$ cat src/hw/kicker_io_pkg.sv
// shared types for the kicker I/O block, imported by the RTL stages and the testbench
`default_nettype none

package kicker_io_pkg;

    // one decoded region per bus access, rgn_none when idle or unmapped
    typedef enum logic [3:0] {
        rgn_none,
        rgn_rom,        // 4000-ffff reads
        rgn_iow,        // control byte
        rgn_intshow,    // scroll chip readback
        rgn_psg2_wr,    // sound chip 2 strobe
        rgn_psg1_wr,    // sound chip 1 strobe
        rgn_dip2,
        rgn_dip3,
        rgn_ior,        // cabinet ports
        rgn_psg2_data,
        rgn_psg1_data,
        rgn_color,      // palette select
        rgn_vscr,
        rgn_obj1,
        rgn_obj2,
        rgn_vram
    } io_region_e;

    // system port, active low inputs as wired on the cabinet
    typedef struct packed {
        logic [2:0] fill;
        logic [1:0] start;
        logic       service;
        logic [1:0] coin;
    } cab_sys_s;

    // joystick port after the board's bit swap
    typedef struct packed {
        logic [1:0] fill;
        logic [1:0] button;
        logic       down;
        logic       up;
        logic       right;
        logic       left;
    } cab_joy_s;

    // one cabinet byte, read as system or joystick depending on addr[1:0]
    typedef union packed {
        cab_sys_s sys;
        cab_joy_s joy;
    } cab_port_u;

    // iow control byte layout
    localparam int flip_bit    = 0;
    localparam int firq_en_bit = 1;
    localparam int irq_en_bit  = 2;

endpackage

`default_nettype wire

$ cat src/hw/kicker_bus_decode.sv
// address decoder, maps the cpu bus address onto one region and drives the graphics selects
`timescale 1ns/10ps
`default_nettype none

module kicker_bus_decode (
    input  wire [15:0]                addr,
    input  wire                       rnw,
    input  wire                       valid,
    output kicker_io_pkg::io_region_e region,
    output logic                      rom_cs,
    output logic                      vram_cs,
    output logic                      vscr_cs,
    output logic                      obj1_cs,
    output logic                      obj2_cs
);
    import kicker_io_pkg::*;

    // rom covers everything above 3fff, reads only
    assign rom_cs = valid & rnw & (addr[15:14] != 2'b00);

    always_comb begin
        region = rgn_none;
        if (valid) begin
            if (rom_cs) begin
                region = rgn_rom;
            end else begin
                case (addr[13:11])
                    3'd0: begin
                        // page 0 is split by addr[10:8]
                        case (addr[10:8])
                            3'd0: region = rgn_iow;
                            3'd1: region = rgn_none;    // watchdog, not used
                            3'd2: region = rgn_intshow;
                            3'd3: region = rgn_psg2_wr;
                            3'd4: region = rgn_psg1_wr;
                            3'd5: region = rgn_dip2;
                            3'd6: region = rgn_dip3;
                            3'd7: region = rgn_ior;
                            default: region = rgn_none;
                        endcase
                    end
                    3'd1: region = rgn_psg2_data;
                    3'd2: region = rgn_psg1_data;
                    3'd3: region = rgn_color;
                    3'd4: region = rgn_vscr;     // vertical scroll
                    3'd5: region = rgn_obj1;
                    3'd6: region = rgn_obj2;
                    3'd7: region = rgn_vram;
                    default: region = rgn_none;
                endcase
            end
        end
    end

    // graphics chips see their select straight from the decode
    assign vram_cs = (region == rgn_vram);
    assign vscr_cs = (region == rgn_vscr);
    assign obj1_cs = (region == rgn_obj1);
    assign obj2_cs = (region == rgn_obj2);

endmodule

`default_nettype wire

$ cat src/hw/kicker_ctrl_exec.sv
// execute stage, holds control bits, interrupt flags and the sound chip latches and strobes
`timescale 1ns/10ps
`default_nettype none

module kicker_ctrl_exec #(
    parameter int pal_w = 3
) (
    input  wire                           clk,
    input  wire                           rst,
    input  var kicker_io_pkg::io_region_e region,
    input  wire                           rnw,
    input  wire                           valid,
    input  wire [7:0]                     wdata,
    input  wire                           lvbl,
    input  wire                           v16,
    input  wire                           dip_pause,
    input  wire                           psg1_rdy,
    input  wire                           psg2_rdy,
    output logic                          flip,
    output logic [pal_w-1:0]              pal_sel,
    output logic                          irq_n,
    output logic                          firq_n,
    output logic [7:0]                    psg1_din,
    output logic [7:0]                    psg2_din,
    output logic                          psg1_wr,
    output logic                          psg2_wr,
    output logic                          psg_stall
);
    import kicker_io_pkg::*;

    logic       wr_done;    // write of this access already taken
    logic       wr_first;
    logic       irq_en;
    logic       firq_en;
    logic       irq_flag;
    logic       firq_flag;
    logic       lvbl_q;
    logic       v16_q;
    logic [1:0] psg_hit;    // index 0 is chip 1
    logic [1:0] psg_rdy;
    logic [1:0] psg_wait;
    logic [1:0] psg_wr;

    assign wr_first = valid & ~rnw & ~wr_done;
    assign psg_hit  = {region == rgn_psg2_wr, region == rgn_psg1_wr};
    assign psg_rdy  = {psg2_rdy, psg1_rdy};

    // one write per access, rearmed when valid drops
    always_ff @(posedge clk or posedge rst) begin
        if (rst) begin
            wr_done <= 1'b0;
        end else begin
            wr_done <= valid & ~rnw;
        end
    end

    always_ff @(posedge clk or posedge rst) begin
        if (rst) begin
            flip    <= 1'b0;
            irq_en  <= 1'b0;
            firq_en <= 1'b0;
            pal_sel <= '0;
        end else if (wr_first) begin
            if (region == rgn_iow) begin
                flip    <= wdata[flip_bit];
                firq_en <= wdata[firq_en_bit];
                irq_en  <= wdata[irq_en_bit];
            end
            if (region == rgn_color) begin
                pal_sel <= wdata[pal_w-1:0];
            end
        end
    end

    // vblank start and v16 rise, both masked by the pause switch
    always_ff @(posedge clk or posedge rst) begin
        if (rst) begin
            lvbl_q    <= 1'b1;
            v16_q     <= 1'b0;
            irq_flag  <= 1'b0;
            firq_flag <= 1'b0;
        end else begin
            lvbl_q <= lvbl;
            v16_q  <= v16;
            if (!irq_en) begin
                irq_flag <= 1'b0;   // disabled flag stays clear
            end else if (lvbl_q && !lvbl && dip_pause) begin
                irq_flag <= 1'b1;
            end
            if (!firq_en) begin
                firq_flag <= 1'b0;
            end else if (!v16_q && v16 && dip_pause) begin
                firq_flag <= 1'b1;
            end
        end
    end

    assign irq_n  = ~(irq_flag & irq_en);
    assign firq_n = ~(firq_flag & firq_en);

    always_ff @(posedge clk) begin
        if (wr_first && region == rgn_psg1_data) psg1_din <= wdata;
        if (wr_first && region == rgn_psg2_data) psg2_din <= wdata;
    end

    // strobe handshake, wait stays up through the pulse so ready trails it
    always_ff @(posedge clk or posedge rst) begin
        if (rst) begin
            psg_wait <= 2'b00;
            psg_wr   <= 2'b00;
        end else begin
            for (int i = 0; i < 2; i++) begin
                psg_wr[i] <= 1'b0;
                if (wr_first && psg_hit[i]) begin
                    if (psg_rdy[i]) psg_wr[i] <= 1'b1;
                    else psg_wait[i] <= 1'b1;   // chip busy
                end else if (psg_wait[i]) begin
                    if (psg_wr[i]) psg_wait[i] <= 1'b0;
                    else if (psg_rdy[i]) psg_wr[i] <= 1'b1;
                end
            end
        end
    end

    assign psg1_wr   = psg_wr[0];
    assign psg2_wr   = psg_wr[1];
    assign psg_stall = |psg_wait;

endmodule

`default_nettype wire

$ cat src/hw/kicker_read_mux.sv
// result stage, latches the cabinet byte, registers read data and times the ready pulse
`timescale 1ns/10ps
`default_nettype none

module kicker_read_mux (
    input  wire                           clk,
    input  wire                           rst,
    input  wire [15:0]                    addr,
    input  var kicker_io_pkg::io_region_e region,
    input  wire                           valid,
    input  wire                           rnw,
    input  wire [7:0]                     rom_data,
    input  wire                           rom_ok,
    input  wire [7:0]                     vram_dout,
    input  wire [7:0]                     vscr_dout,
    input  wire [7:0]                     obj_dout,
    input  wire [1:0]                     start_button,
    input  wire [1:0]                     coin_input,
    input  wire                           service,
    input  wire [5:0]                     joystick1,
    input  wire [5:0]                     joystick2,
    input  wire [7:0]                     dipsw_a,
    input  wire [7:0]                     dipsw_b,
    input  wire [3:0]                     dipsw_c,
    input  wire                           psg_stall,
    output logic [7:0]                    rdata,
    output logic                          ready
);
    import kicker_io_pkg::*;

    cab_port_u  cab_next;
    cab_port_u  cab_q;
    logic [7:0] rd_sel;
    logic       busy;       // io access in its first cycle or stalled
    logic       pending;    // acked, waiting for valid to drop
    logic       ack;

    // joystick bits are swapped pairwise on the board
    function automatic cab_joy_s joy_view(input logic [5:0] j);
        cab_joy_s v;
        v.fill   = 2'b11;
        v.button = j[5:4];
        v.down   = j[2];
        v.up     = j[3];
        v.right  = j[0];
        v.left   = j[1];
        return v;
    endfunction

    always_comb begin
        cab_next = dipsw_a;
        case (addr[1:0])
            2'd0: begin
                cab_next.sys.fill    = 3'b111;
                cab_next.sys.start   = start_button;
                cab_next.sys.service = service;
                cab_next.sys.coin    = coin_input;
            end
            2'd1: cab_next.joy = joy_view(joystick1);
            2'd2: cab_next.joy = joy_view(joystick2);
            default: cab_next = dipsw_a;
        endcase
    end

    always_comb begin
        case (region)
            rgn_rom:     rd_sel = rom_data;
            rgn_vram:    rd_sel = vram_dout;
            rgn_intshow: rd_sel = vscr_dout;
            rgn_obj1,
            rgn_obj2:    rd_sel = obj_dout;
            rgn_ior:     rd_sel = cab_q;
            rgn_dip2:    rd_sel = dipsw_b;
            rgn_dip3:    rd_sel = {4'hf, dipsw_c};
            default:     rd_sel = 8'hff;    // write only or unmapped
        endcase
    end

    // rom waits on rom_ok, io takes one latch cycle plus any psg stall
    assign ack = valid & ~pending & ((region == rgn_rom) ? rom_ok : (busy & ~psg_stall));

    always_ff @(posedge clk or posedge rst) begin
        if (rst) begin
            busy    <= 1'b0;
            pending <= 1'b0;
            ready   <= 1'b0;
        end else begin
            ready <= ack;
            if (!valid) begin
                busy    <= 1'b0;
                pending <= 1'b0;
            end else if (ack) begin
                busy    <= 1'b0;
                pending <= 1'b1;
            end else if (!pending && region != rgn_rom) begin
                busy <= 1'b1;
            end
        end
    end

    always_ff @(posedge clk) begin
        if (valid && !busy && !pending) cab_q <= cab_next;  // first cycle of access
        if (ack && rnw) rdata <= rd_sel;
    end

endmodule

`default_nettype wire

$ cat src/hw/kicker_io_top.sv
// top level of the kicker I/O block, wires decode, execute and result stages to the board
`timescale 1ns/10ps
`default_nettype none

module kicker_io_top #(
    parameter int pal_w = 3
) (
    input  wire              clk,
    input  wire              rst,
    // cpu bus
    input  wire [15:0]       addr,
    input  wire              rnw,
    input  wire              valid,
    input  wire [7:0]        wdata,
    output logic [7:0]       rdata,
    output logic             ready,
    // rom
    output logic             rom_cs,
    input  wire [7:0]        rom_data,
    input  wire              rom_ok,
    // graphics
    output logic             vram_cs,
    output logic             vscr_cs,
    output logic             obj1_cs,
    output logic             obj2_cs,
    input  wire [7:0]        vram_dout,
    input  wire [7:0]        vscr_dout,
    input  wire [7:0]        obj_dout,
    // cabinet and switches
    input  wire [1:0]        start_button,
    input  wire [1:0]        coin_input,
    input  wire              service,
    input  wire [5:0]        joystick1,
    input  wire [5:0]        joystick2,
    input  wire [7:0]        dipsw_a,
    input  wire [7:0]        dipsw_b,
    input  wire [3:0]        dipsw_c,
    input  wire              dip_pause,
    // video timing
    input  wire              lvbl,
    input  wire              v16,
    // control and interrupts
    output logic             flip,
    output logic [pal_w-1:0] pal_sel,
    output logic             irq_n,
    output logic             firq_n,
    // sound chips
    output logic [7:0]       psg1_din,
    output logic             psg1_wr,
    input  wire              psg1_rdy,
    output logic [7:0]       psg2_din,
    output logic             psg2_wr,
    input  wire              psg2_rdy
);
    import kicker_io_pkg::*;

    io_region_e region;
    logic       psg_stall;

    kicker_bus_decode u_decode (
        .addr    (addr),
        .rnw     (rnw),
        .valid   (valid),
        .region  (region),
        .rom_cs  (rom_cs),
        .vram_cs (vram_cs),
        .vscr_cs (vscr_cs),
        .obj1_cs (obj1_cs),
        .obj2_cs (obj2_cs)
    );

    kicker_ctrl_exec #(.pal_w(pal_w)) u_exec (
        .clk       (clk),
        .rst       (rst),
        .region    (region),
        .rnw       (rnw),
        .valid     (valid),
        .wdata     (wdata),
        .lvbl      (lvbl),
        .v16       (v16),
        .dip_pause (dip_pause),
        .psg1_rdy  (psg1_rdy),
        .psg2_rdy  (psg2_rdy),
        .flip      (flip),
        .pal_sel   (pal_sel),
        .irq_n     (irq_n),
        .firq_n    (firq_n),
        .psg1_din  (psg1_din),
        .psg2_din  (psg2_din),
        .psg1_wr   (psg1_wr),
        .psg2_wr   (psg2_wr),
        .psg_stall (psg_stall)
    );

    kicker_read_mux u_result (
        .clk          (clk),
        .rst          (rst),
        .addr         (addr),
        .region       (region),
        .valid        (valid),
        .rnw          (rnw),
        .rom_data     (rom_data),
        .rom_ok       (rom_ok),
        .vram_dout    (vram_dout),
        .vscr_dout    (vscr_dout),
        .obj_dout     (obj_dout),
        .start_button (start_button),
        .coin_input   (coin_input),
        .service      (service),
        .joystick1    (joystick1),
        .joystick2    (joystick2),
        .dipsw_a      (dipsw_a),
        .dipsw_b      (dipsw_b),
        .dipsw_c      (dipsw_c),
        .psg_stall    (psg_stall),
        .rdata        (rdata),
        .ready        (ready)
    );

endmodule

`default_nettype wire

$ cat config.mk
export PLATFORM = sky130hd
export DESIGN_NAME = kicker_io_top
export DESIGN_NICKNAME = d
export VERILOG_FILES = /design/src/hw/kicker_io_pkg.sv /design/src/hw/kicker_bus_decode.sv /design/src/hw/kicker_ctrl_exec.sv /design/src/hw/kicker_read_mux.sv /design/src/hw/kicker_io_top.sv
export SDC_FILE = /design/constraint.sdc
export NUM_CORES = 1
export LEC_CHECK = 0
export ABC_AREA = 1
export BUFFER_PORTS_ARGS = -buffer_cell sky130_fd_sc_hd__buf_2
export CORE_MARGIN = 2
export CORE_UTILIZATION = 45
export CTS_CLUSTER_SIZE = 20
export DETAILED_ROUTE_END_ITERATION = 12
export HOLD_SLACK_MARGIN = 0.06
export MAX_ROUTING_LAYER = met4
export PLACE_DENSITY = 0.85
export SLEW_MARGIN = 10
export SYNTH_ARGS = -nofsm -noshare
export SYNTH_HDL_FRONTEND = slang
export SYNTH_SLANG_ARGS = --single-unit
$ cat constraint.sdc
create_clock -name clk -period 2.6 [get_ports clk]
set_input_delay 0.26 -clock clk [delete_from_list [all_inputs] [get_ports clk]]
set_output_delay 0.26 -clock clk [all_outputs]
set_load 0.1 [all_outputs]
==> metrics.cfg, run 1 <==
[synth]
synth_top_area_frac = 0.3328
ys_ff_latch = 50
synth.avg_cell_area_sq_um = 8.089
yosys_warnings = 0
seq_area_frac_synth = 0.4892
syn_inst = 357
synthDistinctLibCells = 27
syn_nets = 464
synth_area_leaders = edfxtp_1, dfrtp_1, nand2_1
synth_area_sq_mm = 0.002888
synth_top_area_cell = edfxtp_1

[routing]
dr.pass1.iters = 5
vias_per_cell = 4.969
route.vias.total = 2877
drtAntennaViolNets = 0
drt_iter0_markers = 171
wl_per_cell_um = 13.17
route.detailed.drc = 0
drt_wl_total_um = 7626

[cells_and_area]
area_delta_synth_final_pct = 32.71
seqCellArea_sq_mm = 0.001413
num_antenna_cells = 0
drive_above_1_share = 0.3765
stdcell_count = 579
fillCellCount = 549
multi_input_area_sq_mm = 0.001282
nets = 608

[setup_path]
critPathLaunchType = primary input
cp_top_family = simple AND/OR/NAND/NOR gates
end_kind = flop
critical_path_class = in -> reg
worst-path-buf-inv = 3
worst_path_max_delay_cell = nor2_2
worstPathMaxFanout = 9
regToRegEndpoint = u_result.rdata[1]$_DFFE_PP_
reg2reg_depth = 5
arrival_ns = 2.03
cp_cell_sequence = buf_2 > inv_1 > ha_1 > nor2_1 > nand2_1 > nand2_1 > nand2_1 > nand2_4 > nand2_4 > nor2_8 > nor2_2 > nor2_4 > inv_2 > nor2_2
crit_top_cell = nand2_1
max_stage_delay_ns = 0.36
regToRegStartpoint = u_exec.psg_wait[0]$_DFFE_PP0P_
critical_path_required_ns = 2.55
r2r_slack_ns = 0.96

[sta]
slew_viol_final = 0
layout_setup_ws_ns = 0.5261
rsz0062_at_grt = no
clock.fmax_mhz = 482.2
finalCritPeriodShare = 0.7977
finalSetupViolCount = 0
relSlewSlack = 0.5518
fin_setup_tns_ns = 0
period_minus_slack_ns = 2.074
worst_slew_pin_slew_ns = 0.6715
hold_viol_final = 0
skew_ns = 0.005982

[clocking]
numCtsBuffers = 5
hold_buffers = 0
cts_setup_buffers = 0
cts_tree = yes
clock-sinks = 50
clk_latency_ns = 0.30
cts.clk_slew.worst_paths_ns = 0.09
htree_levels = 2
root_buffer = clkbuf_8
postCtsResizedCells = 0
clockBufferDepth = 2

[global_route]
grt_usage = 0.2246
grt_max_degree = 19
grt_pass1_vias = 2799
grt_pass1_wl_um = 12450
antenna_found_initial = 0
overflow = 0

[die]
core_sq_mm = 0.006277
rows = 29
die-area_sq_mm = 0.007074
dieHeight_um = 84.11
die_width_um = 84.11
num_io_pins = 141
initial_core_util = 0.4600

[worst_hold_path]
hold_path.class = in -> async

[pwr]
total_power_mw = 1.862
leakagePower_nw = 1.980
vdd_ir_drop_max_mv = 0.3167
powerDensity_mw_per_mm2 = 485.8

[place]
dpl.cell_count = 570
dpl_worst_slack_ns = 0.2186
port_buffers = 134
gp_congestion = 0.8405
dp_hpwl_um = 6364

[outcome]
outcome = finished clean

[job]
maxCapViolCount = 0

## cells by family (layout without fill, tap and decap cells)
| logic type | after synthesis | count (layout) | synth area share |
|---|---|---|---|
| AOI/OAI and AO/OA | 15 | 15 | 0.02729 |
| adders and majority gates | 4 | 4 | 0.01733 |
| and+or+nand+nor | 239 | 239 | 0.3986 |
| DFF | 50 | 50 | 0.4892 |
| buffers and inverters | 49 | 194 | 0.06759 |
## power by group
part | internal (mW) | switching, mW
Sequential | 0.905 | 0.0250
Combinational | 0.141 | 0.334
Clock | 0.194 | 0.263
## final cells by class
type	instances	share of cell area
inverters	47	0.04603
flip-flops and latches	50	0.3686
well taps	77	0.02514
repair buffers	139	0.2011
multi-input cells	258	0.3346
clock buffers	5	0.01796
clock inverters	3	0.006530
## placed cells by master (no fill, tap or decap)
master,netlist,routed
a21oi_1,4,4
and3_1,1,1
buf_12,0,4
buf_2,0,130
buf_4,1,4
clkbuf_8,0,5
clkinv_4,0,1
clkinvlp_4,0,1
dfrtp_1,17,17
dfstp_2,1,1
dlygate4sd3_1,0,1
edfxtp_1,32,32
ha_1,4,4
inv_1,42,42
inv_2,5,5
inv_6,0,1
nand2_1,110,110
nand2_2,9,9
nand2_4,6,6
nand3_1,26,26
nand3_2,1,1
nand3b_1,1,1
nand4_1,9,9
nor2_1,53,52
nor2_2,9,10
nor2_4,7,7
nor2_8,2,2
nor3_1,2,2
nor3b_1,1,1
o21ai_0,7,7
o21ai_1,3,3
o22a_1,1,1
or2_2,2,2
## flip-flops by register name, summed over array words and instances, names as in the netlist
signal / cells
u_exec.psg1_din: 8
u_exec.psg2_din: 8
u_result.cab_q: 8
u_result.rdata: 8
u_exec.pal_sel: 3
u_exec.psg_wait: 2
u_exec.psg_wr: 2
u_exec.firq_en: 1
u_exec.firq_flag: 1
u_exec.flip: 1
u_exec.irq_en: 1
u_exec.irq_flag: 1
u_exec.lvbl_q: 1
u_exec.v16_q: 1
u_exec.wr_done: 1
u_result.busy: 1
u_result.pending: 1
u_result.ready: 1
## Yosys cell counts
cell,n
a21oi_1,4
and3_1,1
buf_4,1
buf_6,1
dfrtp_1,17
dfstp_2,1
edfxtp_1,32
ha_1,4
inv_1,42
inv_2,5
nand2_1,110
nand2_2,9
nand2_4,6
nand3_1,26
nand3_2,1
nand3b_1,1
nand4_1,9
nor2_1,53
nor2_2,9
nor2_4,7
nor2_8,2
nor3_1,2
nor3b_1,1
o21ai_0,7
o21ai_1,3
o22a_1,1
or2_2,2
## through the flow
stage | hold WS (ns) | util | area, sq um
floorplan | 0.1978 | - | 2890
global placement | 0.3772 | 0.5940 | 3729
detailed placement | 0.3796 | 0.5940 | 3729
CTS | 0.06049 | 0.6089 | 3822
global route | 0.08230 | 0.6105 | 3832
finish | 0.03665 | 0.6105 | 3832
## routing by layer
| metal | part of all wire | vias to the layer above | global-route usage |
|---|---|---|---|
| met5 | 0 | - | - |
| met4 | 0.026 | 0 | 0.06891 |
| met3 | 0.083 | 23 | 0.04847 |
| met2 | 0.51 | 132 | 0.3968 |
| met1 | 0.38 | 1300 | 0.2537 |
| li1 | - | 1422 | - |
## worst max path at each step
stage / startpoint / end / depth (start not counted) / slack (ns)
floorplan: addr[8] / obj1_cs / 9 / 0.04
global placement: addr[8] / u_result.rdata[2]$_DFFE_PP_ / 14 / 0.27
detailed placement: addr[8] / u_result.rdata[1]$_DFFE_PP_ / 14 / 0.22
CTS: addr[8] / u_result.rdata[1]$_DFFE_PP_ / 14 / 0.54
global route: addr[8] / u_result.rdata[1]$_DFFE_PP_ / 14 / 0.38
finish: addr[8] / u_result.rdata[1]$_DFFE_PP_ / 14 / 0.53
Note: power is estimated with default switching activity, not from simulation.
==> inputs of run 2 (changes only) <==
Clock period 2.6 ns to 2.1 ns, I/O delays scaled along.
==> metrics.cfg, run 2 (synthesized netlist as in run 1, its figures left out) <==
[routing]
route.detailed.drc = 0  ; unchanged
wl_met1_um = 3010  ; was 2919 um
wl_met2_um = 3976  ; was 3882 um
dr.pass1.iters = 5  ; unchanged
drt_wl_total_um = 7635  ; was 7626 um
drtAntennaViolNets = 0  ; unchanged
vias_per_cell = 4.945  ; was 4.969
top_layer_used = met4  ; unchanged
drt_iter0_markers = 157  ; was 171
wl_met3_um = 589  ; was 630 um
route.vias.total = 2893  ; was 2877
wl_per_cell_um = 13.05  ; was 13.17 um

[setup_path]
arrival_ns = 1.72  ; was 2.03 ns
cp_cell_sequence = buf_2 > inv_1 > ha_1 > nor2_1 > nand2_1 > nand2_1 > nand2_1 > nand2_4 > buf_4 > nand2_4 > nor2_4 > buf_12  ; was buf_2 > inv_1 > ha_1 > nor2_1 > nand2_1 > nand2_1 > nand2_1 > nand2_4 > nand2_4 > nor2_8 > nor2_2 > nor2_4 > inv_2 > nor2_2
max_stage_delay_ns = 0.21  ; was 0.36 ns
critPathLaunchType = primary input  ; unchanged
worstSetupStartpoint = addr[8]  ; unchanged
critical_path_class = in -> out  ; was in -> reg
end_kind = primary output  ; was flop
worstPathMaxFanout = 7  ; was 9
crit_top_cell = nand2_1  ; unchanged
regToRegStartpoint = u_exec.psg_wait[0]$_DFFE_PP0P_  ; unchanged
worst_path_max_delay_cell = ha_1  ; was nor2_2
critical_path_required_ns = 1.89  ; was 2.55 ns

[pwr]
leakagePower_nw = 2.016  ; was 1.980 nW
total_power_mw = 2.336  ; was 1.862 mW
powerDensity_mw_per_mm2 = 597.0  ; was 485.8 mW/mm^2
vdd_ir_drop_max_mv = 0.5420  ; was 0.3167 mV

[sta]
rsz0062_at_grt = no  ; unchanged
finalSetupViolCount = 0  ; unchanged
finalCritPeriodShare = 0.9203
skew_ns = 0.009259  ; was 0.005982 ns
relSlewSlack = 0.5236  ; was 0.5518
hold_ws_ns = 0.08582  ; was 0.03665 ns
slew_viol_final = 0  ; unchanged
hold_viol_final = 0  ; unchanged
period_minus_slack_ns = 1.933
worst_slew_pin_slew_ns = 0.7138  ; was 0.6715 ns
clock.fmax_mhz = 517.4
fin_setup_tns_ns = 0  ; unchanged

[global_route]
grt_pass1_wl_um = 12690  ; was 12450 um
grt_max_degree = 19  ; unchanged
grt_pass1_vias = 2870  ; was 2799
overflow = 0  ; unchanged
antenna_found_initial = 0  ; unchanged
grt_usage = 0.2273  ; was 0.2246

[cells_and_area]
final_common_cell = buf_2  ; unchanged
stdcell_count = 585  ; was 579
nets = 614  ; was 608
drive_above_1_share = 0.3839  ; was 0.3765
layout_common_cells = buf_2, nand2_1, nor2_1, inv_1, edfxtp_1  ; unchanged
area_delta_synth_final_pct = 35.53  ; was 32.71%
num_antenna_cells = 0  ; unchanged

[place]
port_buffers = 134  ; unchanged
dpl.cell_count = 574  ; was 570
dp_hpwl_um = 6275  ; was 6364 um
gp_congestion = 0.8503  ; was 0.8405

[clocking]
root_buffer = clkbuf_8  ; unchanged
cts_setup_buffers = 0  ; unchanged
clk_latency_ns = 0.31  ; was 0.30 ns
clock-sinks = 50  ; unchanged
numCtsBuffers = 5  ; unchanged
htree_levels = 2  ; unchanged
clockBufferDepth = 2  ; unchanged
cts.clk_slew.worst_paths_ns = 0.10  ; was 0.09 ns
cts_tree = yes  ; unchanged

[worst_hold_path]
min-delay-start = psg2_rdy
hold_path.class = in -> reg  ; was in -> async

[die]
initial_core_util = 0.4600  ; unchanged
num_io_pins = 141  ; unchanged
die-area_sq_mm = 0.007074  ; unchanged
core_sq_mm = 0.006277  ; unchanged
dieHeight_um = 84.11  ; unchanged
rows = 29  ; unchanged
die_width_um = 84.11  ; unchanged

[outcome]
outcome = finished clean  ; unchanged

[job]
maxCapViolCount = 0  ; unchanged

run 2: changes by cell type in the layout (fill, tap and decap cells not counted):
| cell | previous run | this run |
|---|---|---|
| dlygate4sd3_1 | 1 | 3 |
| clkinvlp_4 | 1 | 0 |
| nand2_4 | 6 | 7 |
| nor2_2 | 10 | 8 |
| buf_4 | 4 | 8 |
| inv_6 | 1 | 2 |
| nor2_1 | 52 | 50 |
| nor2_4 | 7 | 11 |
| nand2_2 | 9 | 8 |
run 2: repair_timing:
item | 4_1_cts | 5_1_grt
hold buffers | 3 | 0
endpoints found under the hold margin | 19 | 0
resized for setup | 0 | 3
endpoints found under the setup margin | 0 | 4
run 2: final cells by class:
class | instances | area [sq um]
clock inverter | 3 | 26.28
sequential | 50 | 1413
timing repair buffer | 145 | 820.8
clock buffer | 5 | 68.82
tap | 77 | 96.34
inverter | 47 | 176.4
multi-input combinational | 258 | 1313
fill | 545 | 2364
run 2: where the power goes:
part	switching [mW]	internal [mW]	leakage [nW]
combinational	0.423	0.186	1.44
clock	0.330	0.245	0.0491
sequential	0.0319	1.12	0.524
run 2: worst paths after layout:
kind,endpoint,slack (ns),cells after the start
max,vscr_cs,0.17,12
min,u_exec.psg_wait[1]$_DFFE_PP0P_,0.09,2
max reg2reg,u_result.rdata[3]$_DFFE_PP_,0.57,5
min reg2reg,u_exec.firq_flag$_DFFE_PP0P_,0.49,2
max in group asynchronous,u_exec.irq_flag$_DFFE_PP0P_,1.10,3
min in group asynchronous,u_exec.pal_sel[1]$_DFFE_PP0P_,0.55,3
run 2: worst max-delay path: cells and delay by family:
family	cells	cell delay, ns
AND/OR/NAND/NOR	7	0.77
adder cells (fa/ha/maj)	1	0.21
buffers and inverters	4	0.52
run 2: stage by stage:
step	util	instance area, sq um	setup WS, ns
2_1_floorplan	-	2905	0.03338
3_3_place_gp	0.6012	3774	0.05376
3_5_place_dp	0.6012	3774	-0.008225
4_1_cts	0.6211	3899	0.08102
5_1_grt	0.6235	3914	0.01762
6_report	0.6235	3914	0.1673
run 2: routing by layer:
layer / vias to the layer above / global-route usage
met5: - / -
met3: 8 / 0.03660
met4: 0 / 0.06305
met1: 1312 / 0.2572
met2: 141 / 0.4134
li1: 1432 / -
